## src/rtl/dcache_pkg.sv

```systemverilog
/*
 * L1 data cache package
 * word, line and tag types plus the address layout shared by all blocks
 */
`default_nettype none

package dcache_pkg;

  localparam int word_w         = 32;
  localparam int words_per_line = 4;
  localparam int offset_w       = 4;
  localparam int index_w        = 6;
  localparam int tag_w          = 22;
  localparam int num_sets       = 1 << index_w;

  typedef logic [word_w-1:0]                word_t;
  typedef logic [word_w/8-1:0]              be_t;
  typedef logic [words_per_line*word_w-1:0] line_t;
  typedef logic [tag_w-1:0]                 tag_t;
  typedef logic [index_w-1:0]               index_t;

  // raw word on the ports, split into fields inside the arrays
  typedef union packed {
    logic [tag_w+index_w+offset_w-1:0] raw;
    struct packed {
      tag_t                tag;
      index_t              index;
      logic [offset_w-3:0] word_sel;
      logic [1:0]          byte_off;
    } f;
  } dcache_addr_u;

endpackage

`default_nettype wire
```

## src/rtl/dcache_missunit.sv

```systemverilog
/*
 * miss unit
 * single memory channel shared by load refills and store write-throughs
 */
`default_nettype none

module dcache_missunit (
  input  logic                     clk_i,
  input  logic                     reset_i,
  input  logic                     ld_miss_req_i,
  input  dcache_pkg::dcache_addr_u ld_miss_addr_i,
  output logic                     ld_miss_ack_o,
  output dcache_pkg::line_t        miss_rline_o,
  input  logic                     st_wt_req_i,
  input  dcache_pkg::dcache_addr_u st_wt_addr_i,
  input  dcache_pkg::word_t        st_wt_data_i,
  input  dcache_pkg::be_t          st_wt_be_i,
  output logic                     st_wt_ack_o,
  output logic                     mem_req_o,
  input  logic                     mem_ack_i,
  output logic                     mem_we_o,
  output dcache_pkg::dcache_addr_u mem_addr_o,
  output dcache_pkg::word_t        mem_wdata_o,
  output dcache_pkg::be_t          mem_be_o,
  input  dcache_pkg::line_t        mem_rline_i
);
  import dcache_pkg::*;

  localparam logic [1:0] M_IDLE  = 2'd0;
  localparam logic [1:0] M_MEM   = 2'd1;
  localparam logic [1:0] M_MDROP = 2'd2;
  localparam logic [1:0] M_ACK   = 2'd3;

  logic [1:0]   state_q;
  logic         sel_st_q;
  logic         we_q;
  dcache_addr_u addr_q;
  word_t        wdata_q;
  be_t          be_q;
  line_t        rline_q;

  ////////////////////////////////////////////////////
  // arbitration and memory handshake
  ////////////////////////////////////////////////////
  always_ff @(posedge clk_i) begin
    if (reset_i) begin
      state_q  <= M_IDLE;
      sel_st_q <= 1'b0;
    end else begin
      case (state_q)
        M_IDLE: begin
          // load miss first
          if (ld_miss_req_i || st_wt_req_i) begin
            sel_st_q <= !ld_miss_req_i;
            state_q  <= M_MEM;
          end
        end
        M_MEM: if (mem_ack_i) state_q <= M_MDROP;
        M_MDROP: if (!mem_ack_i) state_q <= M_ACK;
        M_ACK: begin
          if (sel_st_q ? !st_wt_req_i : !ld_miss_req_i) state_q <= M_IDLE;
        end
        default: state_q <= M_IDLE;
      endcase
    end
  end

  // payload is latched at accept and held for the whole transfer
  always_ff @(posedge clk_i) begin
    if (state_q == M_IDLE) begin
      if (ld_miss_req_i) begin
        we_q              <= 1'b0;
        addr_q            <= ld_miss_addr_i;
        addr_q.f.word_sel <= '0;
        addr_q.f.byte_off <= '0;
        wdata_q           <= '0;
        be_q              <= '0;
      end else begin
        we_q    <= 1'b1;
        addr_q  <= st_wt_addr_i;
        wdata_q <= st_wt_data_i;
        be_q    <= st_wt_be_i;
      end
    end
    if (state_q == M_MEM && mem_ack_i) rline_q <= mem_rline_i;
  end

  assign mem_req_o     = (state_q == M_MEM);
  assign mem_we_o      = we_q;
  assign mem_addr_o    = addr_q;
  assign mem_wdata_o   = wdata_q;
  assign mem_be_o      = be_q;
  assign miss_rline_o  = rline_q;
  assign ld_miss_ack_o = (state_q == M_ACK) && !sel_st_q;
  assign st_wt_ack_o   = (state_q == M_ACK) && sel_st_q;

  a_served_req_held: assert property (
    @(posedge clk_i) disable iff (reset_i)
    mem_req_o |-> (sel_st_q ? st_wt_req_i : ld_miss_req_i))
    else $error("request dropped before its memory transfer ended");

endmodule

`default_nettype wire

```

## config.mk

```make
export PLATFORM = sky130hd
export DESIGN_NAME = dcache_missunit
export DESIGN_NICKNAME = d
export VERILOG_FILES = /design/src/rtl/dcache_pkg.sv /design/src/rtl/dcache_missunit.sv
export SDC_FILE = /design/constraint.sdc
export NUM_CORES = 1
export LEC_CHECK = 0
export BUFFER_PORTS_ARGS = -buffer_cell sky130_fd_sc_hd__buf_2
export CORE_AREA = 10 10 159 161
export DETAILED_ROUTE_END_ITERATION = 7
export DIE_AREA = 0 0 169 171
export PLACE_DENSITY = 0.67
export SLEW_MARGIN = 20
export SYNTH_ARGS = -nofsm -noshare
export SYNTH_HDL_FRONTEND = slang
export SYNTH_SLANG_ARGS = --single-unit
```

## constraint.sdc

```tcl
create_clock -name clk_i -period 5.47 [get_ports clk_i]
set_input_delay 0.2735 -clock clk_i [delete_from_list [all_inputs] [get_ports clk_i]]
set_output_delay 0.2735 -clock clk_i [all_outputs]
set_load 0.1 [all_outputs]
```

==> results.toml <==
[setup_path]
crit_family = "simple AND/OR/NAND/NOR gates"
crit_chain = "inv_1 > ha_1 > and2_4 > buf_4"
slowest_stage = "and2_4"
cp.required_ps = 5530
cp.arrival_ps = 2630
critPathLaunchType = "register"
crit_buf_inv = 2
crit_path_end_kind = "register"
worst-setup-path-type = "reg -> reg"
worst_path_largest_cell_delay_ps = 820
path_max_fanout = 80

[layout]
drive_above_1_share_pct = 58.6
fin_cells = 1131
most-common-layout-cells = "buf_2, edfxtp_1, dlygate4sd3_1"
fillerInstances = 1947
area_growth_syn_to_layout_pct = 58.9
nNetsFinal = 1069
final_common_cell = "buf_2"

[clocking]
htreeDepth = 4
cts-root-buf = "clkbuf_16"
cts_tree = "done"
clk_pin_slew_ps = 80
postCtsResizedCells = 0
cts_buffer_depth = 2
clk_latency_ps = 430
cts_buffers = 17
clock-sinks = 200

[timing]
fin_crit_ps = 2570
worst_slack_ps = 2900
finalClockSkew_ps = 9.33
layout_worst_path_cycle_share_pct = 46.9
setup-violations-final = 0
whs_ps = 28.6
slew_viol_final = 0
worstMarginPinSlew_ps = 1040
hold_viol = 0
maxSlewHeadroom_pct = 30.3
rsz0062_at_grt = "false"
setup_tns_ps = 0
fmaxAchievable_mhz = 389

[global_routing]
grt_pass1_wl_um = 33200
grt_max_degree = 81
grtUsageTotal_pct = 15.2
grt_overflow = 0
grt_pass1_vias = 5359
antenna_found_initial = 5

[logic_synthesis]
yosysUniqueCellTypes = 17
netlist_area_sq_um = 6780
synth.avg_cell_area_sq_um = 22.7
ys_ff_latch = 200
synthCells = 299
yosysWarnings = 0
seq_area_frac_synth_pct = 88.2
synth_nets = 537

[run_status]
status = "finished clean"

[routing]
first_pass_iters = 4
drc_errors = 0
wl_per_cell_um = 20.8
ant_nets = 0
drt-total-wl_um = 23500
dr_total_vias = 4783
first_iter_violations = 327
avgViaCountPerCell = 4.23

[die]
die_area_sq_um = 28900
floorplan.initialDensity_pct = 30.5
fp.coreArea_sq_um = 22200
num_rows = 55
die_x_um = 169
pin_count = 433
die_h_um = 171

[placed_design]
portBuffers = 428
place_ws_ps = 2860
place_inst = 1007
dp_hpwl_um = 17800
gp_congestion = 0.799

[power_and_ir_drop]
powerDensity_nw_per_um2 = 605
leakage_nw = 4.58
vdd_ir_drop_max_v = 0.000389
power_mw = 6.52

[job]
max_cap_violations = 0

[worst_hold_path]
hold_path_class = "in -> reg"
-- metrics by stage --
step	util [%]	cell area, sq um
CTS	48.3	10700
detailed placement	41.7	9260
global placement	41.7	9260
finish	48.4	10800
floorplan	-	6780
global route	48.4	10800
-- flip-flops by register name (all words and copies together) (netlist names) --
| signal | flops |
|---|---|
| miss_rline_o | 128 |
| mem_we_o | 1 |
| mem_be_o | 4 |
| mem_wdata_o | 32 |
| mem_addr_o | 32 |
| state_q | 2 |
| sel_st_q | 1 |
-- logic make-up (layout without fill, tap and decap cells) --
group | after synthesis | in the layout | synth area share (%)
buffers and inverters | 11 | 556 | 0.775
multiplexers | 32 | 32 | 5.28
AND/OR/NAND/NOR | 47 | 47 | 4.36
adder cells (fa/ha/maj) | 5 | 5 | 0.923
other | 0 | 2 | 0
flip-flops | 200 | 200 | 88.2
AO/OA/AOI/OAI | 4 | 4 | 0.480
-- layer usage --
layer / global-route usage [%] / up-vias / routed length (um)
met3: 8.40 / 21 / 2880
met2: 25.6 / 278 / 11600
met4: 4.43 / 4 / 354
li1: - / 2209 / -
met5: 0 / - / 27
met1: 16.1 / 2271 / 8660
-- where the power goes --
| group | internal, mW | switching, mW | total [mW] | leakage (nW) |
|---|---|---|---|---|
| clock | 0.626 | 0.647 | 1.27 | 0.288 |
| combinational | 0.357 | 2.66 | 3.01 | 2.39 |
| sequential | 2.14 | 0.0888 | 2.23 | 1.91 |
-- final cells by class --
| class | instances | area, sq um | area share, % |
|---|---|---|---|
| Sequential cell | 200 | 5980 | 55.5 |
| Inverter | 3 | 11.3 | 0.105 |
| Multi-Input combinational cell | 88 | 753 | 7.00 |
| Tap cell | 285 | 357 | 3.31 |
| Antenna cell | 2 | 5.00 | 0.0465 |
| Clock inverter | 14 | 171 | 1.59 |
| Clock buffer | 18 | 429 | 3.99 |
| Timing Repair Buffer | 521 | 3070 | 28.5 |
-- timing repair --
| item | 4_1_cts | 5_1_grt |
|---|---|---|
| setup buffers | 0 | 0 |
| hold endpoints to repair | 87 | 3 |
| hold buffers | 87 | 3 |
-- worst paths after layout --
kind	to	slack, ps	cells past startpoint	startpoint
max reg2reg	miss_rline_o[88]	2900	4	state_q[1]
min reg2reg	state_q[0]	510	2	state_q[0]
min	miss_rline_o[91]	30	1	mem_rline_i[91]
max	miss_rline_o[88]	2900	4	state_q[1]
-- cell usage after synthesis --
cell	count	area share (%)
edfxtp_1	197	87
nor2b_1	41	3.8
mux2_2	30	5.0
ha_1	5	0.92
clkbuf_1	4	0.22
buf_2	3	0.22
dfxtp_1	3	0.89
inv_1	3	0.17
nand2b_1	3	0.28
and2_1	2	0.18
mux2i_1	2	0.30
a211oi_1	1	0.11
a211oi_2	1	0.18
a21oi_1	1	0.074
buf_6	1	0.17
nor3b_1	1	0.11
o21bai_1	1	0.11
No activity file was read; power rests on OpenSTA's default activity.
