### src/rtl/dcache_pkg.sv
/*
 * L1 data cache package
 * word, line and tag types plus the address layout shared by all blocks
 */
`default_nettype none

package dcache_pkg;

  localparam int word_w         = 32;
  localparam int words_per_line = 4;
  localparam int offset_w       = 4;
  localparam int index_w        = 6;
  localparam int tag_w          = 22;
  localparam int num_sets       = 1 << index_w;

  typedef logic [word_w-1:0]                word_t;
  typedef logic [word_w/8-1:0]              be_t;
  typedef logic [words_per_line*word_w-1:0] line_t;
  typedef logic [tag_w-1:0]                 tag_t;
  typedef logic [index_w-1:0]               index_t;

  // raw word on the ports, split into fields inside the arrays
  typedef union packed {
    logic [tag_w+index_w+offset_w-1:0] raw;
    struct packed {
      tag_t                tag;
      index_t              index;
      logic [offset_w-3:0] word_sel;
      logic [1:0]          byte_off;
    } f;
  } dcache_addr_u;

endpackage

`default_nettype wire
### src/rtl/dcache_load_ctrl.sv
/*
 * load port controller
 * lookup, miss fetch, refill and four-phase answer to the core
 */
`default_nettype none

module dcache_load_ctrl (
  input  logic                     clk_i,
  input  logic                     reset_i,
  input  logic                     load_req_i,
  input  dcache_pkg::dcache_addr_u load_addr_i,
  output logic                     load_ack_o,
  output dcache_pkg::word_t        load_rdata_o,
  output logic                     miss_o,
  input  logic                     cache_en_i,
  input  logic                     hold_i,
  output logic                     ld_idle_o,
  output logic                     ld_lu_req_o,
  output dcache_pkg::dcache_addr_u ld_lu_addr_o,
  input  logic                     ld_lu_gnt_i,
  input  logic                     ld_hit_i,
  input  dcache_pkg::word_t        ld_rdata_i,
  output logic                     ld_miss_req_o,
  output dcache_pkg::dcache_addr_u ld_miss_addr_o,
  input  logic                     ld_miss_ack_i,
  input  dcache_pkg::line_t        miss_rline_i,
  output logic                     rf_we_o,
  output dcache_pkg::dcache_addr_u rf_addr_o,
  output dcache_pkg::line_t        rf_line_o
);
  import dcache_pkg::*;

  localparam logic [2:0] L_IDLE   = 3'd0;
  localparam logic [2:0] L_LOOKUP = 3'd1;
  localparam logic [2:0] L_RESULT = 3'd2;
  localparam logic [2:0] L_MISS   = 3'd3;
  localparam logic [2:0] L_MDROP  = 3'd4;
  localparam logic [2:0] L_REFILL = 3'd5;
  localparam logic [2:0] L_ACK    = 3'd6;

  logic [2:0]   state_q;
  logic         miss_q;
  dcache_addr_u addr_q;
  word_t        rdata_q;
  line_t        line_q;

  always_ff @(posedge clk_i) begin
    if (reset_i) begin
      state_q <= L_IDLE;
      miss_q  <= 1'b0;
    end else begin
      miss_q <= 1'b0;
      case (state_q)
        L_IDLE: begin
          if (load_req_i && !hold_i) begin
            // disabled cache goes straight to memory
            state_q <= cache_en_i ? L_LOOKUP : L_MISS;
            miss_q  <= !cache_en_i;
          end
        end
        L_LOOKUP: if (ld_lu_gnt_i) state_q <= L_RESULT;
        L_RESULT: begin
          state_q <= ld_hit_i ? L_ACK : L_MISS;
          miss_q  <= !ld_hit_i;
        end
        L_MISS: if (ld_miss_ack_i) state_q <= L_MDROP;
        L_MDROP: if (!ld_miss_ack_i) state_q <= cache_en_i ? L_REFILL : L_ACK;
        L_REFILL: state_q <= L_ACK;
        L_ACK: if (!load_req_i) state_q <= L_IDLE;
        default: state_q <= L_IDLE;
      endcase
    end
  end

  // payload
  always_ff @(posedge clk_i) begin
    if (state_q == L_IDLE) addr_q <= load_addr_i;
    if (state_q == L_RESULT) rdata_q <= ld_rdata_i;
    if (state_q == L_MISS && ld_miss_ack_i) begin
      line_q  <= miss_rline_i;
      rdata_q <= miss_rline_i[addr_q.f.word_sel*word_w +: word_w];
    end
  end

  assign ld_idle_o      = (state_q == L_IDLE);
  assign ld_lu_req_o    = (state_q == L_LOOKUP);
  assign ld_lu_addr_o   = addr_q;
  assign ld_miss_req_o  = (state_q == L_MISS);
  assign ld_miss_addr_o = addr_q;
  assign rf_we_o        = (state_q == L_REFILL);
  assign rf_addr_o      = addr_q;
  assign rf_line_o      = line_q;
  assign load_ack_o     = (state_q == L_ACK);
  assign load_rdata_o   = rdata_q;
  assign miss_o         = miss_q;

endmodule

`default_nettype wire

### config.mk
export PLATFORM = sky130hd
export DESIGN_NAME = dcache_load_ctrl
export DESIGN_NICKNAME = d
export VERILOG_FILES = /design/src/rtl/dcache_pkg.sv /design/src/rtl/dcache_load_ctrl.sv
export SDC_FILE = /design/constraint.sdc
export NUM_CORES = 1
export LEC_CHECK = 0
export BUFFER_PORTS_ARGS = -buffer_cell sky130_fd_sc_hd__buf_2
export CAP_MARGIN = 20
export CORE_AREA = 2 2 181 183
export CTS_BUF_LIST = sky130_fd_sc_hd__clkbuf_4 sky130_fd_sc_hd__clkbuf_8 sky130_fd_sc_hd__clkbuf_16
export DETAILED_ROUTE_END_ITERATION = 10
export DIE_AREA = 0 0 183 185
export SYNTH_ARGS = -nofsm -noshare
export SYNTH_HDL_FRONTEND = slang
export SYNTH_SLANG_ARGS = --single-unit
### constraint.sdc
create_clock -name clk_i -period 11.2 [get_ports clk_i]
set_input_delay 0.56 -clock clk_i [delete_from_list [all_inputs] [get_ports clk_i]]
set_output_delay 0.56 -clock clk_i [all_outputs]
set_load 0.005 [all_outputs]
==> results summary <==
The run finished with clean final reports. Counting both buffers and inverters, the worst setup path holds a total of 4. The total of endpoints with negative setup slack in the final report is 0.

The average footprint of a synthesized cell is 21.0 µm². In the post-synthesis netlist, the cell with the most instances is sky130_fd_sc_hd__edfxtp_1. The critical path's most frequent cell is sky130_fd_sc_hd__buf_4. The number of max-cap violations is 0. The number of gates resized after CTS is 0. The number of setup buffers added after CTS is 0. The effective utilization at floorplan came out at between 20% and 30%. The maximum fanout along the worst path is 68. The antenna violation net count after detailed routing came out at 0. CTS built an H-tree with a depth of 4. The synthesized flop and latch total is 196. The half-perimeter wire length after placement came out at ~19000 µm. The maximum VDD drop is 0.000103 V. The number of pins exceeding their max-slew limit in the final report is 0.

The required time of the critical path is 11270 ps. The primary flip-flop cell chosen by synthesis mapping is sky130_fd_sc_hd__edfxtp_1. The worst path uses 31.0% of the clock period.

For this run, the register share of the synthesized area comes to 74.4%. The number of nets handed over by synthesis was 575. The number of hold violations in the final report is 0.

The cell family contributing the most delay on the critical path is buffers and inverters. The detailed router's first-iteration violation count came out at 212. The height of the chip came out at 185 µm. The tightest min-delay check is of the in -> reg type. The global router's overall resource usage came out at between 10% and 20%. Of the cells placed in the final design, the portion with a size suffix greater than 1 is between 70% and 80%.

The vias after detailed routing came out at 5097. For this run, asynchronously set or reset flops after synthesis account for 0%. After detailed routing, the average wire length per cell comes to 20.3 µm. The final clock skew came out at between 7 and 8 ps.

The total number of clock tree sinks came out at roughly 200. The clock root buffer is sky130_fd_sc_hd__clkbuf_16. The netlist uses 28 different library cells. The weighted congestion reported at the end of routability-driven placement came out at ~0.75. The critical path goes through inv_2 -> nor3b_4 -> nand2_2 -> buf_4 -> inv_4 -> buf_4.

The maximum number of pins on one net before global-route repair is 69. The max-slew headroom at the worst pin came out at 38.9%. The share of Yosys cell area claimed by the top area cell type came out at 73.4%. The initial antenna violation count came out at 11.

Summing every instance area after synthesis gives 7860 µm². The biggest area contributor in the post-synthesis netlist is sky130_fd_sc_hd__edfxtp_1. The later-pin clock latency in the skew report is 440 ps. No sink is reached through more buffers than the 2 on the longest clock path. The DRC violation count after routing came out at 0. The ratio of routed vias to standard cells came out at 4.23.

The number of hold buffers added after CTS was 0. At the worst endpoint, the arrival time is around 3600 ps. The total number of placement rows is 66. Timing analysis after detailed placement gives a worst setup slack of 7700 ps. Clock tree synthesis inserted a total of 17 buffers. The area added between synthesis and finish came out at 36.5%.

The die is 183 µm wide. The area taken by flip-flops and latches is 5850 µm². The standard cell core area is 32000 µm². By area the synthesized netlist is led by sky130_fd_sc_hd__edfxtp_1, sky130_fd_sc_hd__mux4_2, sky130_fd_sc_hd__buf_4. The first global-routing pass estimated about 34000 µm of wire. The CTS tree is yes.

The worst setup path is captured at a register. The number of warning messages in the yosys log came out at 0. The slowest stage of the critical path is the sky130_fd_sc_hd__inv_4 cell. The power per standard cell area came out at 211 nW/µm². The count of flip-flops with a built-in enable after synthesis is 192. The biggest cell delay along the critical path is 770 ps.

The first detailed-routing pass took 4 iterations. The kind of critical path is reg -> reg. Setup total negative slack on the finished layout was measured at 0 ps.

For this run, the top clock speed supported by timing is 288 MHz. After technology mapping, the gate count stands at 375. The final critical-path setup slack came out at 7730 ps. The final hold slack came out at 287 ps.

The count of nets after finishing is 983. The standby leakage power came out at 4.51 nW. Setup repair after global routing left no endpoint under its margin. The wire length after detailed routing came out at 24500 µm.

The clock slew at the register clock pins of the worst setup and hold paths is 70 ps. The number of I/O port buffers came out at 461. The area of combinational cells with multiple inputs came out at 1430 µm². The transition time of the tightest slew-check pin came out at 914 ps. For this design the top-level I/O count stands at 462. The overall overflow remaining after global route is 0. The fill cell instance count of the final layout is 3166.

The number of global-route vias before repair is 5399. The type of element launching the critical path is a register. The floorplan step defined a die boundary enclosing 33900 µm².

Sorting the synthesized cells by how often they occur yields sky130_fd_sc_hd__edfxtp_1, sky130_fd_sc_hd__buf_4, sky130_fd_sc_hd__mux4_2. Subtracting the final worst setup slack from the clock period gives around 3500 ps.
-- worst paths after layout --
kind / startpoint / endpoint / slack (ps) / depth (start not counted)
max: state_q[1] / rf_line_o[5] / 7730 / 6
min: load_addr_i[29] / ld_lu_addr_o[29] / 290 / 1
max reg2reg: state_q[1] / rf_line_o[5] / 7730 / 6
min reg2reg: state_q[2] / state_q[2] / 670 / 2
-- where the power goes --
group          switching, mW  internal [mW]  leakage, nW  total [mW]
Clock                  0.286          0.331        0.282       0.617
Sequential            0.0819          0.965         1.80        1.05
Combinational          0.306          0.290         2.43       0.596
Total                  0.673           1.59         4.51        2.26
-- through the flow --
stage / utilization (%) / power (mW) / area [µm²] / cells
final: 33.5 / 2.26 / 10700 / 1205
after global routing: 33.5 / 2.37 / 10700 / 1204
after CTS: 33.5 / 2.31 / 10700 / 1204
after detailed placement: 31.7 / 1.68 / 10100 / 1172
after global placement: 31.7 / 1.68 / 10100 / 1172
after floorplan: - / 1.47 / 7860 / 375
-- kinds of logic after synthesis --
logic type             share of synthesized area (%)
AO/OA/AOI/OAI                                  0.780
buffers and inverters                           7.74
flip-flops                                      74.4
multiplexers                                    15.5
AND/OR/NAND/NOR                                 1.62
-- registers in the layout, summed over array words and instances (netlist names) --
signal        cells
rf_line_o       128
ld_lu_addr_o     32
state_q           3
miss_o            1
load_rdata_o     32
-- layout by cell type (no fill, tap or decap), types with 2 or more instances in the layout --
master	netlist	layout
sky130_fd_sc_hd__mux2i_1	2	2
sky130_fd_sc_hd__edfxtp_1	192	192
sky130_fd_sc_hd__dfxtp_1	4	4
sky130_fd_sc_hd__mux2_2	5	5
sky130_fd_sc_hd__nand2_1	4	4
sky130_fd_sc_hd__inv_6	0	5
sky130_fd_sc_hd__inv_1	3	2
sky130_fd_sc_hd__buf_2	0	461
sky130_fd_sc_hd__clkinv_1	0	2
sky130_fd_sc_hd__a21oi_1	3	3
sky130_fd_sc_hd__mux2_4	28	28
sky130_fd_sc_hd__bufinv_16	0	2
sky130_fd_sc_hd__nand2b_1	5	5
sky130_fd_sc_hd__clkinvlp_4	0	2
sky130_fd_sc_hd__clkinv_2	0	3
sky130_fd_sc_hd__nor2_1	4	3
sky130_fd_sc_hd__mux4_2	32	32
sky130_fd_sc_hd__buf_4	67	5
sky130_fd_sc_hd__nor3_1	3	3
sky130_fd_sc_hd__clkbuf_16	0	17
-- layer usage --
layer  share of wire [%]  vias up  track usage, %
met5                0.51        -               0
met4                 1.2       18            4.13
met3                 9.8       32            6.72
met2                  54      300            26.4
met1                  35     2519            13.6
li1                    -     2228               -
-- final cells by class --
| type | count | area share [%] |
|---|---|---|
| flip-flops and latches | 196 | 54.5 |
| clock buffers | 17 | 3.97 |
| repair buffers | 466 | 21.9 |
| inverters | 4 | 0.163 |
| diodes | 1 | 0.0233 |
| clock inverters | 15 | 1.42 |
| multi-input cells | 98 | 13.3 |
| well taps | 408 | 4.76 |
Note: power is estimated with default switching activity, not from simulation.
