[config.mk]
export PLATFORM = sky130hd
export DESIGN_NAME = dcache_cfg
export DESIGN_NICKNAME = d
export VERILOG_FILES = /design/src/rtl/dcache_pkg.sv /design/src/rtl/dcache_cfg.sv
export SDC_FILE = /design/constraint.sdc
export NUM_CORES = 1
export LEC_CHECK = 0
export BUFFER_PORTS_ARGS = -buffer_cell sky130_fd_sc_hd__buf_2
export CAP_MARGIN = 10
export CORE_AREA = 2 2 39 41
export CTS_BUF_LIST = sky130_fd_sc_hd__clkbuf_16
export DETAILED_ROUTE_END_ITERATION = 12
export DIE_AREA = 0 0 41 43
export PLACE_DENSITY = 0.67
export SLEW_MARGIN = 30
export SYNTH_ARGS = -nofsm -noshare
export SYNTH_HDL_FRONTEND = slang
export SYNTH_SLANG_ARGS = --single-unit
export TNS_END_PERCENT = 30
[constraint.sdc]
create_clock -name clk_i -period 3.88 [get_ports clk_i]
set_input_delay 1.164 -clock clk_i [delete_from_list [all_inputs] [get_ports clk_i]]
set_output_delay 1.164 -clock clk_i [all_outputs]
set_load 0.005 [all_outputs]
[src/rtl/dcache_pkg.sv]
/*
 * L1 data cache package
 * word, line and tag types plus the address layout shared by all blocks
 */
`default_nettype none

package dcache_pkg;

  localparam int word_w         = 32;
  localparam int words_per_line = 4;
  localparam int offset_w       = 4;
  localparam int index_w        = 6;
  localparam int tag_w          = 22;
  localparam int num_sets       = 1 << index_w;

  typedef logic [word_w-1:0]                word_t;
  typedef logic [word_w/8-1:0]              be_t;
  typedef logic [words_per_line*word_w-1:0] line_t;
  typedef logic [tag_w-1:0]                 tag_t;
  typedef logic [index_w-1:0]               index_t;

  // raw word on the ports, split into fields inside the arrays
  typedef union packed {
    logic [tag_w+index_w+offset_w-1:0] raw;
    struct packed {
      tag_t                tag;
      index_t              index;
      logic [offset_w-3:0] word_sel;
      logic [1:0]          byte_off;
    } f;
  } dcache_addr_u;

endpackage

`default_nettype wire
[src/rtl/dcache_cfg.sv]
/*
 * cache configuration block
 * registers the enable and walks all sets to invalidate them on a flush
 */
`default_nettype none

module dcache_cfg (
  input  logic               clk_i,
  input  logic               reset_i,
  input  logic               enable_i,
  input  logic               flush_i,
  input  logic               ld_idle_i,
  input  logic               st_idle_i,
  output logic               flush_ack_o,
  output logic               cache_en_o,
  output logic               hold_o,
  output logic               inv_o,
  output dcache_pkg::index_t inv_index_o
);
  import dcache_pkg::*;

  localparam logic [2:0] C_IDLE  = 3'd0;
  localparam logic [2:0] C_DRAIN = 3'd1;
  localparam logic [2:0] C_INV   = 3'd2;
  localparam logic [2:0] C_ACK   = 3'd3;
  localparam logic [2:0] C_WAIT  = 3'd4;

  logic [2:0] state_q;
  logic       en_q;
  index_t     idx_q;

  always_ff @(posedge clk_i) begin
    if (reset_i) begin
      state_q <= C_IDLE;
      en_q    <= 1'b0;
      idx_q   <= '0;
    end else begin
      en_q <= enable_i;
      case (state_q)
        C_IDLE: if (flush_i) state_q <= C_DRAIN;
        // hold is already up, so idle controllers stay idle
        C_DRAIN: begin
          if (ld_idle_i && st_idle_i) begin
            state_q <= C_INV;
            idx_q   <= '0;
          end
        end
        C_INV: begin
          idx_q <= idx_q + 1'b1;
          if (idx_q == index_t'(num_sets - 1)) state_q <= C_ACK;
        end
        C_ACK: state_q <= C_WAIT;
        C_WAIT: if (!flush_i) state_q <= C_IDLE;
        default: state_q <= C_IDLE;
      endcase
    end
  end

  assign cache_en_o  = en_q;
  assign hold_o      = (state_q != C_IDLE);
  assign inv_o       = (state_q == C_INV);
  assign inv_index_o = idx_q;
  assign flush_ack_o = (state_q == C_ACK);

  a_inv_when_idle: assert property (
    @(posedge clk_i) disable iff (reset_i) inv_o |-> ld_idle_i && st_idle_i)
    else $error("set invalidated while a controller was busy");

endmodule

`default_nettype wire

==> flow_summary.toml, run 1 <==
[finish]
fin_area_sq_um = 657
regArea_sq_um = 200
multiInputGateArea_sq_um = 283
layout-drive-gt1-share_pct = 32.9
antenna_cells = 0
fill_cells = 138
stdcell_count = 86
fin_nets = 79
synthToLayoutAreaGrowth_pct = 30.9

[place]
portBuffers = 15
finalWeightedCongestion = 0.701
placed_cell_area_sq_um = 582
hpwl_microns = 790
placedCellCount = 83

[synthesis]
syn_inst = 54
syn_avg_cell_area_sq_um = 9.29
syn-num-nets = 61
ys_ff_latch = 10
synth_flop_cell = "dfxtp_1"
synth_edf_count = 0
async_flop_share_pct = 0
synth_top_area_cell = "dfxtp_1"
synthTopCellsByArea = "dfxtp_1 (40%), a311oi_1 (3.5%), a21oi_1 (3.0%)"
yosysSeqAreaShare_pct = 39.9
synth_cell_types = 33
synth_most_common_cell = "dfxtp_1"
yosysWarnings = 0
synth_area_sq_um = 502
synth_top_cell_area_share_pct = 39.9
ys_top_cells_by_count = "dfxtp_1 (10), nand2_1 (4), a21oi_1 (3), nor2_1 (3)"

[clock_tree]
holdBufCountCts = 0
root_buffer = "clkbuf_16"
cts_resized = 0
htreeDepth = 1
cts_buffers = 3
clock_path_buffers = 2
clkTransAtPathRegs_ps = 40
post_cts_buffers = 0
cts_tree = "built"
cts_sinks = 10
clk_latency_ps = 230

[global_routing]
grt_pass1_vias = 367
grt_pass1_wl_microns = 1700
grt_overflow_total = 0
grt_max_degree = 14
antenna_found_initial = 0
track_usage_pct = 15.2

[sta]
hold_violations = 0
setup_tns_ps = 0
setup_viol = 0
slew_headroom_pct = 77.7
clock_skew_ps = 0.581
maxSlewViolCount = 0
fmax_ghz = 0.397
min_period_over_period_pct = 64.9
rsz0062_at_grt = "no"
worst_pin_slew_ps = 334
min_period_ps = 2520
timing.hold.ws_ps = 519

[route]
ant_nets = 0
vias_per_cell = 5.77
route.vias.total = 496
drt_iter0_markers = 15
first_pass_iters = 4
wl_per_cell_microns = 13.4
postRouteWirelength_microns = 1150
drc = 0

[power_and_ir_drop]
irDropWorstVdd_mv = 0.285
p_leak_nw = 0.278
power.density_nw_per_um2 = 470

[worst_setup_path]
cp.arrival_ps = 1350
cp_top_family = "flip-flops"
cp_cell_sequence = "or3b_4 -> clkinv_1 -> buf_2"
critPathKind = "reg -> out"
critPathMaxFanout = 8
crit_buf_inv = 2
critPathLaunchType = "flop"
regToRegStartpoint = "state_q[1]"
end_kind = "primary output"
cp-startpoint = "state_q[1]"
cpMaxStageDelayCell = "dfxtp_1"
crit_path_max_incr_delay_ps = 420
cp.required_ps = 2720

[floorplan]
initial_utilization_pct = 36.3
die_w_microns = 41
die_area_sq_um = 1760
row_count = 14
coreArea_sq_um = 1380
die_h_microns = 43
num_io_pins = 16

[hold_path]
hp-class = "reg -> reg"
hold_start = "inv_index_o[5]"

[status]
status = "complete, no violations"

[flow_run]
maxCapViolCount = 0
power breakdown:
group / internal (W) / switching [W] / leakage (nW)
logic: 0.0000100 / 0.00000956 / 0.159
clock network: 0.000133 / 0.0000456 / 0.0370
registers: 0.000106 / 0.00000397 / 0.0812
total: 0.000249 / 0.0000591 / 0.278
cell usage in the layout, fill, tap and decap left out, drive strengths merged:
cell,instances
nor3,1
a21oi,3
buf,15
clkbuf,3
dfxtp,10
nand2,4
and3b,1
o31ai,1
nor3b,1
nand4b,1
nand2b,1
nor2,3
and4b,1
nor4b,1
a41oi,1
ha,1
a211oi,2
clkinv,1
a221oi,1
or4b,1
a21o,1
nor2b,2
and3,1
nand3,2
or2b,1
or4,1
a31oi,1
or3b,1
a311oi,2
or3,3
o22ai,1
a32oi,1
area by class of cell:
class	count	area share, %
multi-input combinational	41	43.0
sequential	10	30.5
timing repair buffer	15	11.4
tap	16	3.05
clock buffer	3	11.4
inverter	1	0.571
registers in the layout, indices dropped and copies added, names as in the netlist:
| name | cells |
|---|---|
| cache_en_o | 1 |
| inv_index_o | 6 |
| state_q | 3 |
worst paths after layout:
| check | end | slack (ps) | cells past startpoint |
|---|---|---|---|
| max | inv_o | 1360 | 3 |
| min | state_q[0] | 520 | 2 |
| max reg2reg | inv_index_o[5] | 2200 | 3 |
| min reg2reg | state_q[0] | 520 | 2 |
layer usage:
layer,vias to the layer above,track usage (%),part of all wire [%]
met3,4,4.71,8.7
li1,244,-,-
met5,-,0,0
met2,21,16.3,42
met4,0,14.0,3.0
met1,227,22.3,47
logic make-up after synthesis:
group | share of synthesized area [%]
compound gates | 20.5
fa+ha+maj | 2.49
buf+inv | 3.74
flops | 39.9
simple gates | 33.4
per-stage QoR:
| step | setup slack, ps | utilization, % | total power (W) |
|---|---|---|---|
| global route | 1310 | 47.5 | 0.000318 |
| detailed placement | 1590 | 42.0 | 0.000131 |
| finish | 1360 | 47.5 | 0.000309 |
| global placement | 1620 | 42.0 | 0.000131 |
| CTS | 1360 | 47.5 | 0.000312 |
| floorplan | 1800 | - | 0.000123 |
tightest hold or removal path: cells and delay by family (launching register included):
family          cells  cell delay, ps
simple gates        1              70
compound gates      1              60
flops               1             330
No activity file was read; power rests on OpenSTA's default activity.
==> run 2: changes to the inputs <==
==> constraint.sdc (replaced) <==
create_clock -name clk_i -period 2.5 [get_ports clk_i]
set_input_delay 0.75 -clock clk_i [delete_from_list [all_inputs] [get_ports clk_i]]
set_output_delay 0.75 -clock clk_i [all_outputs]
set_load 0.005 [all_outputs]
==> flow_summary.toml, run 2 (same netlist as run 1, synthesis figures left out) <==
[finish]
synthToLayoutAreaGrowth_pct = 30.9
stdcell_count = 86
antenna_cells = 0
layout-drive-gt1-share_pct = 32.9
layout_commonest_cell = "buf_2"
fin_nets = 79
final_cell_mix = "buf_2 (15), dfxtp_1 (10), nand2_1 (4)"
fin_area_sq_um = 657
largest_register_ff_count = 6

[worst_setup_path]
critPathKind = "reg -> out"
cp.required_ps = 1750
end_kind = "primary output"
crit_path_max_incr_delay_ps = 440
reg2reg_slack_ps = 800
critPathLaunchType = "flop"
cp_cell_sequence = "or3b_4 -> clkinv_1 -> buf_2"
cp.arrival_ps = 1340
cpMaxStageDelayCell = "or3b_4"
critPathMaxFanout = 10

[sta]
setup_viol = 0
timing.hold.ws_ps = 532
min_period_over_period_pct = 83.7
worst_slack_ps = 408
min_period_ps = 2090
clock_skew_ps = 1.11
fmax_ghz = 0.478
maxSlewViolCount = 0
worst_pin_slew_ps = 309
hold_violations = 0
slew_headroom_pct = 79.4
setup_tns_ps = 0
rsz0062_at_grt = "no"

[clock_tree]
holdBufCountCts = 0
cts_tree = "built"
cts_buffers = 3
cts_resized = 0
htreeDepth = 1
clock_path_buffers = 2
clk_latency_ps = 230
post_cts_buffers = 0
root_buffer = "clkbuf_16"
clkTransAtPathRegs_ps = 40
cts_sinks = 10

[flow_run]
maxCapViolCount = 0

[floorplan]
die_area_sq_um = 1760
row_count = 14
initial_utilization_pct = 36.3
num_io_pins = 16
die_w_microns = 41
coreArea_sq_um = 1380
die_h_microns = 43

[route]
route.vias.total = 486
vias_per_cell = 5.65
ant_nets = 0
drc = 0
wl_per_cell_microns = 13.1
drt_iter0_markers = 8
postRouteWirelength_microns = 1130
first_pass_iters = 4

[power_and_ir_drop]
combinationalPowerShare_pct = 6.4
switching_power_w = 0.0000887
p_clk_share_pct = 57.7
irDropWorstVdd_mv = 0.424
switching_share_pct = 18.7
power_frac_seq_pct = 35.9
power.density_nw_per_um2 = 724
p_leak_nw = 0.278
internal-power_w = 0.000387

[hold_path]
hp-class = "reg -> reg"

[place]
portBuffers = 15
placedCellCount = 83
hpwl_microns = 784
place_ws_ps = 627
placed_cell_area_sq_um = 582
finalWeightedCongestion = 0.701

[global_routing]
grt_pass1_wl_microns = 1580
grt_overflow_total = 0
antenna_found_initial = 0
track_usage_pct = 14.1
grt_pass1_vias = 352
grt_max_degree = 14

[status]
status = "complete, no violations"
-- run 2: cell counts in the layout (fill, tap and decap cells not counted) --
Identical to the previous run, type by type.
-- run 2: critical path: cells and delay by family, from the launching register on --
family / cells / cell delay [ps]
DFF: 1 / 390
buffers and inverters: 2 / 280
and+or+nand+nor: 1 / 440
-- run 2: cell type report --
type,instances,area (sq um)
Clock buffer,3,75.1
Fill cell,138,727
Multi-Input combinational cell,41,283
Inverter,1,3.75
Timing Repair Buffer,15,75.1
Tap cell,16,20.0
Sequential cell,10,200
-- run 2: metrics by stage --
stage	power [W]	util, %
after floorplan	0.000191	-
after global placement	0.000203	42.0
after detailed placement	0.000203	42.0
after CTS	0.000480	47.5
after global routing	0.000491	47.5
final	0.000476	47.5
-- run 2: worst paths after layout --
path                     to      startpoint  cells past startpoint
min reg2reg      state_q[0]  inv_index_o[5]                      2
min              state_q[0]  inv_index_o[5]                      2
max                   inv_o      state_q[2]                      3
max reg2reg  inv_index_o[5]      state_q[2]                      3
-- run 2: power groups by stage --
| stage | registers (W) | logic, W | clock network [W] |
|---|---|---|---|
| finish | 0.000171 | 0.0000304 | 0.000274 |
| detailed placement | 0.000173 | 0.0000303 | 0 |
| CTS | 0.000171 | 0.0000307 | 0.000279 |
| global route | 0.000171 | 0.0000339 | 0.000286 |
| floorplan | 0.000172 | 0.0000188 | 0 |
| global placement | 0.000173 | 0.0000303 | 0 |
-- run 2: layer usage --
layer	track usage [%]	vias to the layer above	part of all wire [%]
met5	0	-	0
met4	12.0	0	2.8
met3	4.71	5	5.9
met2	15.6	14	41
met1	20.3	224	50
li1	-	243	-
==> run 3: changes to the inputs <==
--- a/config.mk
+++ b/config.mk
@@ -11,7 +11,7 @@
 export CTS_BUF_LIST = sky130_fd_sc_hd__clkbuf_16
 export DETAILED_ROUTE_END_ITERATION = 12
 export DIE_AREA = 0 0 41 43
-export PLACE_DENSITY = 0.67
+export PLACE_DENSITY = 0.69
 export SLEW_MARGIN = 30
 export SYNTH_ARGS = -nofsm -noshare
 export SYNTH_HDL_FRONTEND = slang
==> constraint.sdc (replaced) <==
create_clock -name clk_i -period 1.9 [get_ports clk_i]
set_input_delay 0.57 -clock clk_i [delete_from_list [all_inputs] [get_ports clk_i]]
set_output_delay 0.57 -clock clk_i [all_outputs]
set_load 0.005 [all_outputs]
==> flow_summary.toml, run 3 (same netlist as run 1, synthesis figures left out) <==
[finish]
layout-drive-gt1-share_pct = 34.7
largest_register_ff_count = 6
layout_commonest_cell = "buf_2"
fin_nets = 81
final_cell_mix = "buf_2 (15), dfxtp_1 (10), nand2_1 (4)"
antenna_cells = 0
synthToLayoutAreaGrowth_pct = 33.9
utilization_pct = 48.6

[sta]
rsz0062_at_grt = "no"
setup_tns_ps = 0
hold_violations = 0
clock_skew_ps = 0.564
timing.hold.ws_ps = 530
worst_pin_slew_ps = 304
fmax_ghz = 0.544
min_period_over_period_pct = 96.7
min_period_ps = 1840
maxSlewViolCount = 0
slew_headroom_pct = 79.7
setup_viol = 0

[worst_setup_path]
crit_cells = 3
cp.required_ps = 1330
cp_top_family = "flip-flops"
r2r_cells = 3
reg2reg_slack_ps = 150
cp.arrival_ps = 1270
cp_cell_sequence = "or3b_4 -> clkinv_1 -> buf_2"
crit_buf_inv = 2
critPathLaunchType = "flop"
cpMaxStageDelayCell = "dfxtp_1"
critPathKind = "reg -> out"
crit_path_max_incr_delay_ps = 430
end_kind = "primary output"
critPathMaxFanout = 8

[power_and_ir_drop]
p_leak_nw = 0.289
power.density_nw_per_um2 = 939
irDropWorstVdd_mv = 0.637

[route]
drc = 0
postRouteWirelength_microns = 1180
first_pass_iters = 6
route.vias.total = 490
wl_per_cell_microns = 13.4
drt_iter0_markers = 13
vias_per_cell = 5.57
ant_nets = 0

[hold_path]
hold_depth = 2
hp-class = "reg -> reg"

[place]
hpwl_microns = 788
finalWeightedCongestion = 0.731
portBuffers = 15

[clock_tree]
post_cts_buffers = 0
clock_path_buffers = 2
htreeDepth = 1
cts_tree = "built"
holdBufCountCts = 0
clk_latency_ps = 230
cts_buffers = 3
cts_resized = 0
clkTransAtPathRegs_ps = 40
cts_sinks = 10
root_buffer = "clkbuf_16"

[floorplan]
coreArea_sq_um = 1380
num_io_pins = 16
die_area_sq_um = 1760
die_h_microns = 43
initial_utilization_pct = 36.3
die_w_microns = 41
row_count = 14

[global_routing]
track_usage_pct = 15.9
grt_pass1_wl_microns = 1870
grt_pass1_vias = 441
grt_max_degree = 14
grt_overflow_total = 0
antenna_found_initial = 0

[status]
status = "complete, no violations"

[flow_run]
maxCapViolCount = 0
==> run 3: area by class of cell <==
class	instances	area (sq um)
Inverter	1	3.75
Timing Repair Buffer	17	90.1
Multi-Input combinational cell	41	283
Fill cell	140	712
Sequential cell	10	200
Tap cell	16	20.0
Clock buffer	3	75.1
==> run 3: routing by layer <==
layer	part of all wire, %	up-vias	GRT usage, %
li1	-	250	-
met1	51	217	21.8
met2	41	18	20.9
met3	5.7	5	4.71
met4	2.7	0	10.0
met5	0	-	0
==> run 3: power by group <==
| group | switching (W) | internal, W |
|---|---|---|
| Clock | 0.0000927 | 0.000272 |
| Combinational | 0.0000200 | 0.0000216 |
| Sequential | 0.00000782 | 0.000217 |
| Total | 0.000120 | 0.000511 |
==> run 3: path summary, 6_finish.rpt <==
path | endpoint | start
worst max-delay path | inv_o | state_q[1]
worst min register to register | inv_index_o[1] | inv_index_o[1]
worst min-delay path | inv_index_o[1] | inv_index_o[1]
worst max register to register | inv_index_o[5] | state_q[1]
==> run 3: through the flow <==
step	setup WS, ps	instances	area, sq um	total power (W)
after floorplan	316	54	502	0.000251
after global placement	245	85	597	0.000268
after detailed placement	216	85	597	0.000269
after CTS	65.9	88	672	0.000638
after global routing	14.6	88	672	0.000658
final	61.9	88	672	0.000631
==> run 3: worst min-delay path: stages (launching register included) <==
cell and delay, ps:
dfxtp_1 350, nand2_1 70, a21oi_1 60
