==> config.mk <==
export PLATFORM = sky130hd
export DESIGN_NAME = dcache_store_ctrl
export DESIGN_NICKNAME = d
export VERILOG_FILES = /design/src/rtl/dcache_pkg.sv /design/src/rtl/dcache_store_ctrl.sv
export SDC_FILE = /design/constraint.sdc
export NUM_CORES = 1
export LEC_CHECK = 0
export ABC_AREA = 1
export BUFFER_PORTS_ARGS = -buffer_cell sky130_fd_sc_hd__buf_2
export CAP_MARGIN = 40
export CORE_AREA = 2 2 97 99
export CTS_BUF_LIST = sky130_fd_sc_hd__clkbuf_4 sky130_fd_sc_hd__clkbuf_8
export DETAILED_ROUTE_END_ITERATION = 8
export DIE_AREA = 0 0 99 101
export PLACE_DENSITY = 0.72
export SETUP_SLACK_MARGIN = 0.4
export SYNTH_ARGS = -nofsm -noshare
export SYNTH_HDL_FRONTEND = slang
export SYNTH_SLANG_ARGS = --single-unit
==> constraint.sdc <==
create_clock -name clk_i -period 6.9 [get_ports clk_i]
set_input_delay 1.035 -clock clk_i [delete_from_list [all_inputs] [get_ports clk_i]]
set_output_delay 1.035 -clock clk_i [all_outputs]
set_load 0.01 [all_outputs]
==> src/rtl/dcache_pkg.sv <==
/*
 * L1 data cache package
 * word, line and tag types plus the address layout shared by all blocks
 */
`default_nettype none

package dcache_pkg;

  localparam int word_w         = 32;
  localparam int words_per_line = 4;
  localparam int offset_w       = 4;
  localparam int index_w        = 6;
  localparam int tag_w          = 22;
  localparam int num_sets       = 1 << index_w;

  typedef logic [word_w-1:0]                word_t;
  typedef logic [word_w/8-1:0]              be_t;
  typedef logic [words_per_line*word_w-1:0] line_t;
  typedef logic [tag_w-1:0]                 tag_t;
  typedef logic [index_w-1:0]               index_t;

  // raw word on the ports, split into fields inside the arrays
  typedef union packed {
    logic [tag_w+index_w+offset_w-1:0] raw;
    struct packed {
      tag_t                tag;
      index_t              index;
      logic [offset_w-3:0] word_sel;
      logic [1:0]          byte_off;
    } f;
  } dcache_addr_u;

endpackage

`default_nettype wire
==> src/rtl/dcache_store_ctrl.sv <==
/*
 * store port controller
 * lookup, write-through to memory, then word update on a hit
 */
`default_nettype none

module dcache_store_ctrl (
  input  logic                     clk_i,
  input  logic                     reset_i,
  input  logic                     store_req_i,
  input  dcache_pkg::dcache_addr_u store_addr_i,
  input  dcache_pkg::word_t        store_wdata_i,
  input  dcache_pkg::be_t          store_be_i,
  output logic                     store_ack_o,
  input  logic                     hold_i,
  output logic                     st_idle_o,
  output logic                     st_lu_req_o,
  output dcache_pkg::dcache_addr_u st_lu_addr_o,
  input  logic                     st_lu_gnt_i,
  input  logic                     st_hit_i,
  output logic                     st_wt_req_o,
  output dcache_pkg::dcache_addr_u st_wt_addr_o,
  output dcache_pkg::word_t        st_wt_data_o,
  output dcache_pkg::be_t          st_wt_be_o,
  input  logic                     st_wt_ack_i,
  output logic                     st_we_o,
  output dcache_pkg::dcache_addr_u st_waddr_o,
  output dcache_pkg::word_t        st_wdata_o,
  output dcache_pkg::be_t          st_wbe_o
);
  import dcache_pkg::*;

  localparam logic [2:0] S_IDLE   = 3'd0;
  localparam logic [2:0] S_LOOKUP = 3'd1;
  localparam logic [2:0] S_RESULT = 3'd2;
  localparam logic [2:0] S_WT     = 3'd3;
  localparam logic [2:0] S_WDROP  = 3'd4;
  localparam logic [2:0] S_UPDATE = 3'd5;
  localparam logic [2:0] S_ACK    = 3'd6;

  logic [2:0]   state_q;
  logic         hit_q;
  dcache_addr_u addr_q;
  word_t        data_q;
  be_t          be_q;

  always_ff @(posedge clk_i) begin
    if (reset_i) begin
      state_q <= S_IDLE;
      hit_q   <= 1'b0;
    end else begin
      case (state_q)
        S_IDLE: if (store_req_i && !hold_i) state_q <= S_LOOKUP;
        S_LOOKUP: if (st_lu_gnt_i) state_q <= S_RESULT;
        S_RESULT: begin
          hit_q   <= st_hit_i;
          state_q <= S_WT;
        end
        S_WT: if (st_wt_ack_i) state_q <= S_WDROP;
        // no allocate on a miss, memory already has the data
        S_WDROP: if (!st_wt_ack_i) state_q <= hit_q ? S_UPDATE : S_ACK;
        S_UPDATE: state_q <= S_ACK;
        S_ACK: if (!store_req_i) state_q <= S_IDLE;
        default: state_q <= S_IDLE;
      endcase
    end
  end

  always_ff @(posedge clk_i) begin
    if (state_q == S_IDLE) begin
      addr_q <= store_addr_i;
      data_q <= store_wdata_i;
      be_q   <= store_be_i;
    end
  end

  assign st_idle_o    = (state_q == S_IDLE);
  assign st_lu_req_o  = (state_q == S_LOOKUP);
  assign st_lu_addr_o = addr_q;
  assign st_wt_req_o  = (state_q == S_WT);
  assign st_wt_addr_o = addr_q;
  assign st_wt_data_o = data_q;
  assign st_wt_be_o   = be_q;
  assign st_we_o      = (state_q == S_UPDATE);
  assign st_waddr_o   = addr_q;
  assign st_wdata_o   = data_q;
  assign st_wbe_o     = be_q;
  assign store_ack_o  = (state_q == S_ACK);

endmodule

`default_nettype wire

==> flow_summary.yaml, run 1 <==
outcome:
  status: "complete, no violations"
power:
  sw_frac_of_total_pct: 37.8
  seq_power_share_pct: 42.4
  p_int_uw: 1220
  p_leak_uw: 0.00191
  pwr-share-comb_pct: 39.3
  pwr-share-clk_pct: 18.3
  p_per_area_nw_per_um2: 500
  ir_drop_v: 0.000330
  netSwitchingPower_uw: 742
layout:
  finalNetCount: 451
  drive_gt1_share_pct: 70.9
  diodes: 0
  syn2layout_area_growth_pct: 27.1
  finish.utilization_pct: 43.8
  fillCellCount: 824
  mostFrequentLayoutCell: "buf_2"
  final_cell_mix: "buf_2, edfxtp_1, nand2_1, nor2_1, clkbuf_8"
critical_path:
  cp_num_buf_inv: 2
  cp_max_fo: 9
  cp_top_family: "flip-flops"
  cp_slowest_stage_delay_ns: 0.53
  worst_setup_path_start_kind: "register"
  cp-end-kind: "output port"
  crit_required_ns: 5.86
  worstSetupPathType: "reg2out"
  cp.arrival_ns: 1.28
  crit_slowest_cell: "dfxtp_1"
  cp_cell_sequence: "inv_1 -> nor3_1 -> buf_2"
logic_synthesis:
  avgSynthCellArea_um2: 14.1
  yosys.area_share.simple_pct: 4.41
  synth-xor-area-share_pct: 0
  ys_ff_latch: 72
  synth_cells: 219
  synth.cell_area_um2: 3090
  synth_nets: 294
  ys_types: 15
  synth_compound_area_share_pct: 1.13
  synth_top_family_by_area: "buffers and inverters"
  ys_seq_area_share_pct: 68.6
  yosys_warnings: 0
  synthMuxAreaShare_pct: 0
  synthAdderAreaFrac_pct: 0
route:
  postRouteAntennaNets: 0
  dr.pass1.iters: 4
  routedWlPerCell_um: 14.5
  drtIter0Drc: 45
  drc: 0
  vias_per_cell: 4.11
  vias: 2023
  routed_wl_um: 7130
cts:
  path_clk_slew_ns: 0.08
  cts_setup_buffers: 0
  clkLatencyLatePin_ns: 0.34
  clockRootBuffer: "clkbuf_8"
  cts_max_level: 3
  numClockSinks: 72
  cts_hold_buf: 0
  cts_resized: 0
  cts.path.max_buffers: 2
  cts-buffers-inserted: 9
  cts_tree: "built"
timing:
  max_slew_margin_pct: 42.9
  rsz0062_at_grt: "no"
  tns_ns: 0
  period_minus_slack_ns: 2.32
  fin_skew_ns: 0.00814
  max_freq_mhz: 432
  hold_viol_final: 0
  fin_crit_sh_pct: 33.6
  drv_slew: 0
  setup_viol: 0
  worst_slew_pin_slew_ns: 0.856
job:
  drv_cap: 0
place:
  dp_hpwl_um: 5680
  gp_congestion: 0.778
  port_buffers: 247
floorplanning:
  die_area_um2: 10000
  start_util_pct: 34.5
  coreArea_um2: 8980
  die_w_um: 99
  die_h_um: 101
  top_level_ports: 248
  rows: 35
grt:
  grtUsageTotal_pct: 13.0
  grt_pass1_wl_um: 9580
  grt-ovfl-total: 0
  grt_pass1_vias: 1847
  antenna_found_initial: 1
  grt_start_max_net_pins: 69
min_path:
  hold_path_class: "reg2reg"
registers in the layout (all words and copies together), names as in the netlist:
| name | flops |
|---|---|
| st_lu_addr_o | 32 |
| st_wbe_o | 4 |
| hit_q | 1 |
| st_wdata_o | 32 |
| state_q | 3 |
layout make-up:
class / count / area (um2) / share of cell area (%)
inverter: 9 / 33.8 / 0.860
multi-input combinational: 36 / 176 / 4.49
tap: 111 / 139 / 3.53
timing repair buffer: 248 / 1240 / 31.6
sequential: 72 / 2120 / 54.0
clock inverter: 6 / 83.8 / 2.13
clock buffer: 10 / 131 / 3.34
layer usage:
layer	part of all wire, %	vias to the layer above	global-route usage, %
met2	55	121	23.5
met1	35	946	13.7
met3	9.0	5	5.20
met5	0.17	-	0
met4	0.59	2	4.43
li1	-	949	-
path summary, 6_finish.rpt:
| kind | from | endpoint | slack, ns | cells after the start |
|---|---|---|---|---|
| setup / recovery | state_q[0] | st_we_o | 4.58 | 3 |
| hold / removal | hit_q | hit_q | 0.46 | 2 |
| setup reg to reg | state_q[1] | st_wdata_o[17] | 5.11 | 2 |
| hold reg to reg | hit_q | hit_q | 0.46 | 2 |
Yosys cell counts (all sizes together):
master,count,share of area (%)
edfxtp,68,66
a21oi,4,0.65
inv,9,1.1
nand3,5,0.97
dfxtp,4,2.6
o21ai,3,0.49
buf,102,25
nand2,10,1.3
nor3,3,0.65
nor2,11,1.5
worst reg2reg max path, delay by kind of cell, from the launching register on:
family | cells | cell delay, ns
buf+inv | 1 | 0.69
simple gates | 1 | 0.25
flops | 1 | 0.41
cells by family (layout without fill, tap and decap cells):
| family | after synthesis | in the layout |
|---|---|---|
| buffers and inverters | 111 | 273 |
| flip-flops | 72 | 72 |
| AND/OR/NAND/NOR | 29 | 29 |
| AO/OA/AOI/OAI | 7 | 7 |
metrics by stage:
step	cell area (um2)	cells	hold slack, ns	total power (uW)	worst slack (ns)
2_1_floorplan	3090	219	0.429	1510	0.588
3_3_place_gp	3710	476	0.457	1610	5.00
3_5_place_dp	3710	476	0.448	1630	4.95
4_1_cts	3930	492	0.460	2000	4.57
5_1_grt	3930	492	0.497	2080	4.45
6_report	3930	492	0.458	1960	4.58
power by group through the flow:
stage                     sequential (uW)  clock [uW]  combinational [uW]
after floorplan                       936           0                 574
after global placement                831           0                 784
after detailed placement              844           0                 787
after CTS                             836         371                 788
after global routing                  858         391                 832
final                                 832         360                 772
(Power assumes the default switching activity.)
==> inputs of run 2 (changes only) <==
CORE_AREA = 2 2 96 98   (was 2 2 97 99)
DIE_AREA = 0 0 98 100   (was 0 0 99 101)
PLACE_DENSITY = 0.77   (was 0.72)
clock period = 2.1 ns   (was 6.9 ns; I/O delays follow)
==> flow_summary.yaml, run 2 (synthesized netlist as in run 1, its figures left out) <==
cts:
  cts_hold_buf: 0
  numClockSinks: 72
  cts.path.max_buffers: 2
  clkLatencyLatePin_ns: 0.33
  path_clk_slew_ns: 0.06
  clockRootBuffer: "clkbuf_8"
  cts_max_level: 3
  cts_tree: "built"
  cts-buffers-inserted: 9
critical_path:
  cp_cell_sequence: "inv_2 -> nor3_1 -> buf_2"
  cp.arrival_ns: 1.22
  r2r-end: "st_lu_addr_o[21]"
  cp-end-kind: "output port"
  worstSetupStartpoint: "state_q[2]"
  worst_setup_path_start_kind: "register"
  worstReg2RegStart: "state_q[0]"
  cp_slowest_stage_delay_ns: 0.46
  worst_r2r_path_depth: 3
  reg2reg_slack_ns: 0.59
  crit_required_ns: 1.78
  worstSetupPathType: "reg2out"
  crit_slowest_cell: "dfxtp_1"
  cp_max_fo: 6
route:
  drc: 0
  vias: 2058
  routedWlPerCell_um: 14.1
  postRouteAntennaNets: 0
  routed_wl_um: 7030
  dr.pass1.iters: 4
  drtIter0Drc: 36
  vias_per_cell: 4.14
grt:
  grt_pass1_vias: 1882
  grt-ovfl-total: 0
  grt_pass1_wl_um: 9580
  grt_start_max_net_pins: 33
  grtUsageTotal_pct: 13.0
  antenna_found_initial: 1
timing:
  max_slew_margin_pct: 73.1
  tns_ns: 0
  fin_skew_ns: 0.00702
  worst_slew_pin_slew_ns: 0.403
  max_freq_mhz: 652
  setup_ws_ns: 0.566
  fin_crit_sh_pct: 73.1
  setup_viol: 0
  drv_slew: 0
  hold_viol_final: 0
  period_minus_slack_ns: 1.53
  rsz0062_at_grt: "no"
layout:
  final_cells: 497
  final_cell_mix: "buf_2, edfxtp_1, nand2_1, nor2_1, clkbuf_8"
  finish.utilization_pct: 44.8
  drive_gt1_share_pct: 71.9
  finalNetCount: 455
  mostFrequentLayoutCell: "buf_2"
  syn2layout_area_growth_pct: 28.8
  fin_area_um2: 3990
power:
  p_per_area_nw_per_um2: 1640
  ir_drop_v: 0.000770
  p_leak_uw: 0.00195
floorplanning:
  start_util_pct: 34.8
  die_w_um: 98
  die_area_um2: 9800
  coreArea_um2: 8890
  top_level_ports: 248
  die_h_um: 100
  rows: 35
outcome:
  status: "complete, no violations"
min_path:
  hold_end: "state_q[2]"
  min_from: "reset_i"
  min_path_cells: 2
  hold_path_class: "in2reg"
place:
  dp_hpwl_um: 5600
  dp_cells: 477
  port_buffers: 247
  dpl_cell_area_um2: 3740
  pre_cts_slack_ns: 0.638
  gp_congestion: 0.784
job:
  drv_cap: 0
-- run 2: cell count changes in the layout (fill, tap and decap cells not counted), moves of 2 or more --
cell and change:
buf_4 +2, clkbuf_4 +2, dfxtp_2 +2, clkinv_2 +2
dfxtp_1 -2, clkinvlp_4 -2
-- run 2: worst max-delay path by stage --
stage                       end  slack [ns]  cells after the start
2_1_floorplan   st_lu_addr_o[0]       -0.47                      2
3_3_place_gp   st_lu_addr_o[26]        0.69                      2
4_1_cts               st_idle_o        0.41                      3
6_report                st_we_o        0.57                      3
3_5_place_dp   st_lu_addr_o[26]        0.64                      2
5_1_grt             store_ack_o        0.46                      3
-- run 2: stage by stage --
stage / hold WS (ns) / total power (uW)
6_report: 0.147 / 6520
5_1_grt: 0.120 / 6880
4_1_cts: 0.120 / 6600
3_5_place_dp: 0.460 / 5400
3_3_place_gp: 0.455 / 5340
2_1_floorplan: 0.384 / 4910
-- run 2: area by class of cell --
class                      instances  area [um2]
fill                             884        4900
sequential                        72        2120
timing repair buffer             252        1310
multi-input combinational         36         183
clock buffer                      12         146
tap                              111         139
clock inverter                     4        45.0
inverter                           9        33.8
antenna                            1        2.50
-- run 2: power breakdown --
part | total [uW] | switching [uW] | internal (uW) | leakage (uW)
logic | 2730 | 1590 | 1140 | 0.00114
clock network | 1060 | 472 | 583 | 0.000104
registers | 2730 | 374 | 2360 | 0.000707
total | 6520 | 2430 | 4090 | 0.00195
-- run 2: critical path: cells and delay by family (launching register included) --
kind | cells | cell delay, ns
DFF | 1 | 0.46
buffers and inverters | 2 | 0.26
and+or+nand+nor | 1 | 0.17
-- run 2: repair_timing --
action	4_1_cts	5_1_grt
endpoints found under the setup margin	1	3
setup buffers	1	1
pin swaps	1	1
cloned	1	0
resized for setup	0	2
-- run 2: per-layer routing --
layer  up-vias  share of wire [%]  wire length [um]  global-route usage [%]
met5         -                  0                 0                       0
met2       129                 53              3730                    22.4
met1       955                 37              2590                    14.6
met3        15                8.0               560                    3.97
li1        959                  -                 -                       -
met4         0                2.1               150                    6.73
==> inputs of run 3 (changes only) <==
ABC_AREA = 0   (was 1)
CORE_AREA = 2 2 97 99   (was 2 2 96 98)
DIE_AREA = 0 0 99 101   (was 0 0 98 100)
PLACE_DENSITY = 0.72   (was 0.77)
clock period = 1.55 ns   (was 2.1 ns; I/O delays follow)
==> flow_summary.yaml, run 3 <==
outcome:
  status: "complete, no violations"
floorplanning:
  die_w_um: 99
  start_util_pct: 34.4
  die_area_um2: 10000
  die_h_um: 101
  rows: 35
  top_level_ports: 248
  coreArea_um2: 8980
cts:
  cts.path.max_buffers: 2
  cts_hold_buf: 0
  cts-buffers-inserted: 9
  clkLatencyLatePin_ns: 0.34
  numClockSinks: 72
  cts_max_level: 3
  clockRootBuffer: "clkbuf_8"
  path_clk_slew_ns: 0.08
  cts_tree: "built"
route:
  vias: 2075
  routed_wl_um: 7600
  vias_per_cell: 4.10
  postRouteAntennaNets: 0
  dr.pass1.iters: 4
  routedWlPerCell_um: 15.0
  drtIter0Drc: 23
  drc: 0
timing:
  rsz0062_at_grt: "yes"
  max_freq_mhz: 668
  worst_slew_pin_slew_ns: 0.215
  hold_viol_final: 0
  max_slew_margin_pct: 85.6
  drv_slew: 0
  tns_ns: 0
  fin_crit_sh_pct: 96.5
  whs_ns: 0.0632
  fin_skew_ns: 0.00785
  period_minus_slack_ns: 1.50
  setup_viol: 0
layout:
  multi_input_area_um2: 258
  finalNetCount: 464
  syn2layout_area_growth_pct: 45.4
  mostFrequentLayoutCell: "buf_2"
  final_cells: 506
  final_cell_mix: "buf_2, edfxtp_1, buf_6"
  drive_gt1_share_pct: 77.2
  area.sequential_um2: 2130
  fillCellCount: 770
  fin_area_um2: 4500
logic_synthesis:
  synth_edf_count: 68
  ys.flop_type: "edfxtp_1"
  async_flop_share_pct: 0
  synth_cells: 204
  yosys_warnings: 0
  ys_ff_latch: 72
  synth_top_area_share_pct: 66.0
  ys_types: 24
  avgSynthCellArea_um2: 15.2
  ys_seq_area_share_pct: 68.6
  yosysMostFrequentCell: "buf_4"
  yosysTopAreaCell: "edfxtp_1"
  synth_common_cells: "buf_4, edfxtp_1, dfxtp_1, nand2b_1"
  synth.cell_area_um2: 3090
  synth.area.top_cells: "edfxtp_1, buf_4, dfxtp_1, mux2i_1, nand2b_1"
  synth_nets: 279
place:
  port_buffers: 247
  dpl_cell_area_um2: 3770
  dp_cells: 463
  gp_congestion: 0.795
  dp_hpwl_um: 5390
critical_path:
  crit_required_ns: 1.32
  cp_max_fo: 3
  worst_setup_path_start_kind: "register"
  cp.arrival_ns: 1.26
  worstSetupPathType: "reg2out"
  cp-end-kind: "output port"
grt:
  grt_pass1_vias: 1889
  grtUsageTotal_pct: 13.0
  grt-ovfl-total: 0
  grt_start_max_net_pins: 34
  antenna_found_initial: 1
  grt_pass1_wl_um: 9740
power:
  ir_drop_v: 0.00117
  p_per_area_nw_per_um2: 2320
  p_leak_uw: 0.00214
job:
  drv_cap: 0
min_path:
  hold_path_class: "in2reg"
run 3: changes by cell type after synthesis, moves of 3 or more:
cell	change
nand2b_1	+4
nor3b_1	+3
inv_1	-6
nand2_1	-8
nor2_1	-6
a21oi_1	-3
mux2i_1	+3
nand3_1	-3
run 3: through the flow:
stage               utilization, %  setup WS [ns]  power, uW
floorplan                        -          -1.06       6260
global placement              42.0          0.130       7180
detailed placement            42.0         0.0725       7240
CTS                           47.5         0.0501       9720
global route                  50.1        -0.0252      11000
finish                        50.1         0.0538      10400
run 3: cells by family after synthesis:
kind of cell	Yosys count	synth area share (%)
AOI/OAI and AO/OA	7	1.86
buffers and inverters	105	25.0
DFF	72	68.6
muxes	4	1.34
and+or+nand+nor	16	3.20
run 3: routing by layer:
| metal | up-vias | global-route usage, % | part of all wire [%] |
|---|---|---|---|
| li1 | 976 | - | - |
| met1 | 966 | 15.4 | 38 |
| met2 | 123 | 22.0 | 53 |
| met3 | 10 | 4.09 | 8.1 |
| met4 | 0 | 5.58 | 1.2 |
| met5 | - | 0 | 0 |
run 3: power breakdown:
group	leakage, uW	internal [uW]	total (uW)	switching [uW]
clock network	0.0000870	750	1430	684
logic	0.00133	2840	5360	2520
registers	0.000723	3200	3650	454
total	0.00214	6790	10400	3650
run 3: what timing repair did:
item                                   4_1_cts  5_1_grt
endpoints found under the hold margin        0        0
buffers inserted                            12        6
cloned                                       4        4
resized for setup                           24       20
pin swaps                                    4        2
setup endpoints to repair                  141      225
run 3: worst max-delay path, stage by stage, from the launching register on:
cell and delay, ns:
dfxtp_4 0.37, inv_4 0.04, or3_4 0.37, inv_2 0.07, buf_6 0.09
run 3: final cells by class:
cell class | count | share of cell area [%]
well taps | 111 | 3.09
repair buffers | 276 | 39.1
inverters | 3 | 0.306
flip-flops and latches | 72 | 47.4
multi-input cells | 27 | 5.73
clock inverters | 6 | 1.34
diodes | 1 | 0.0556
clock buffers | 10 | 2.92
run 3: final timing paths:
| path | slack [ns] | cells past startpoint | startpoint | end |
|---|---|---|---|---|
| setup / recovery | 0.05 | 4 | state_q[0] | st_lu_req_o |
| hold / removal | 0.06 | 1 | store_addr_i[20] | st_lu_addr_o[20] |
| setup reg to reg | 0.06 | 6 | state_q[2] | st_lu_addr_o[30] |
| hold reg to reg | 0.54 | 2 | hit_q | hit_q |
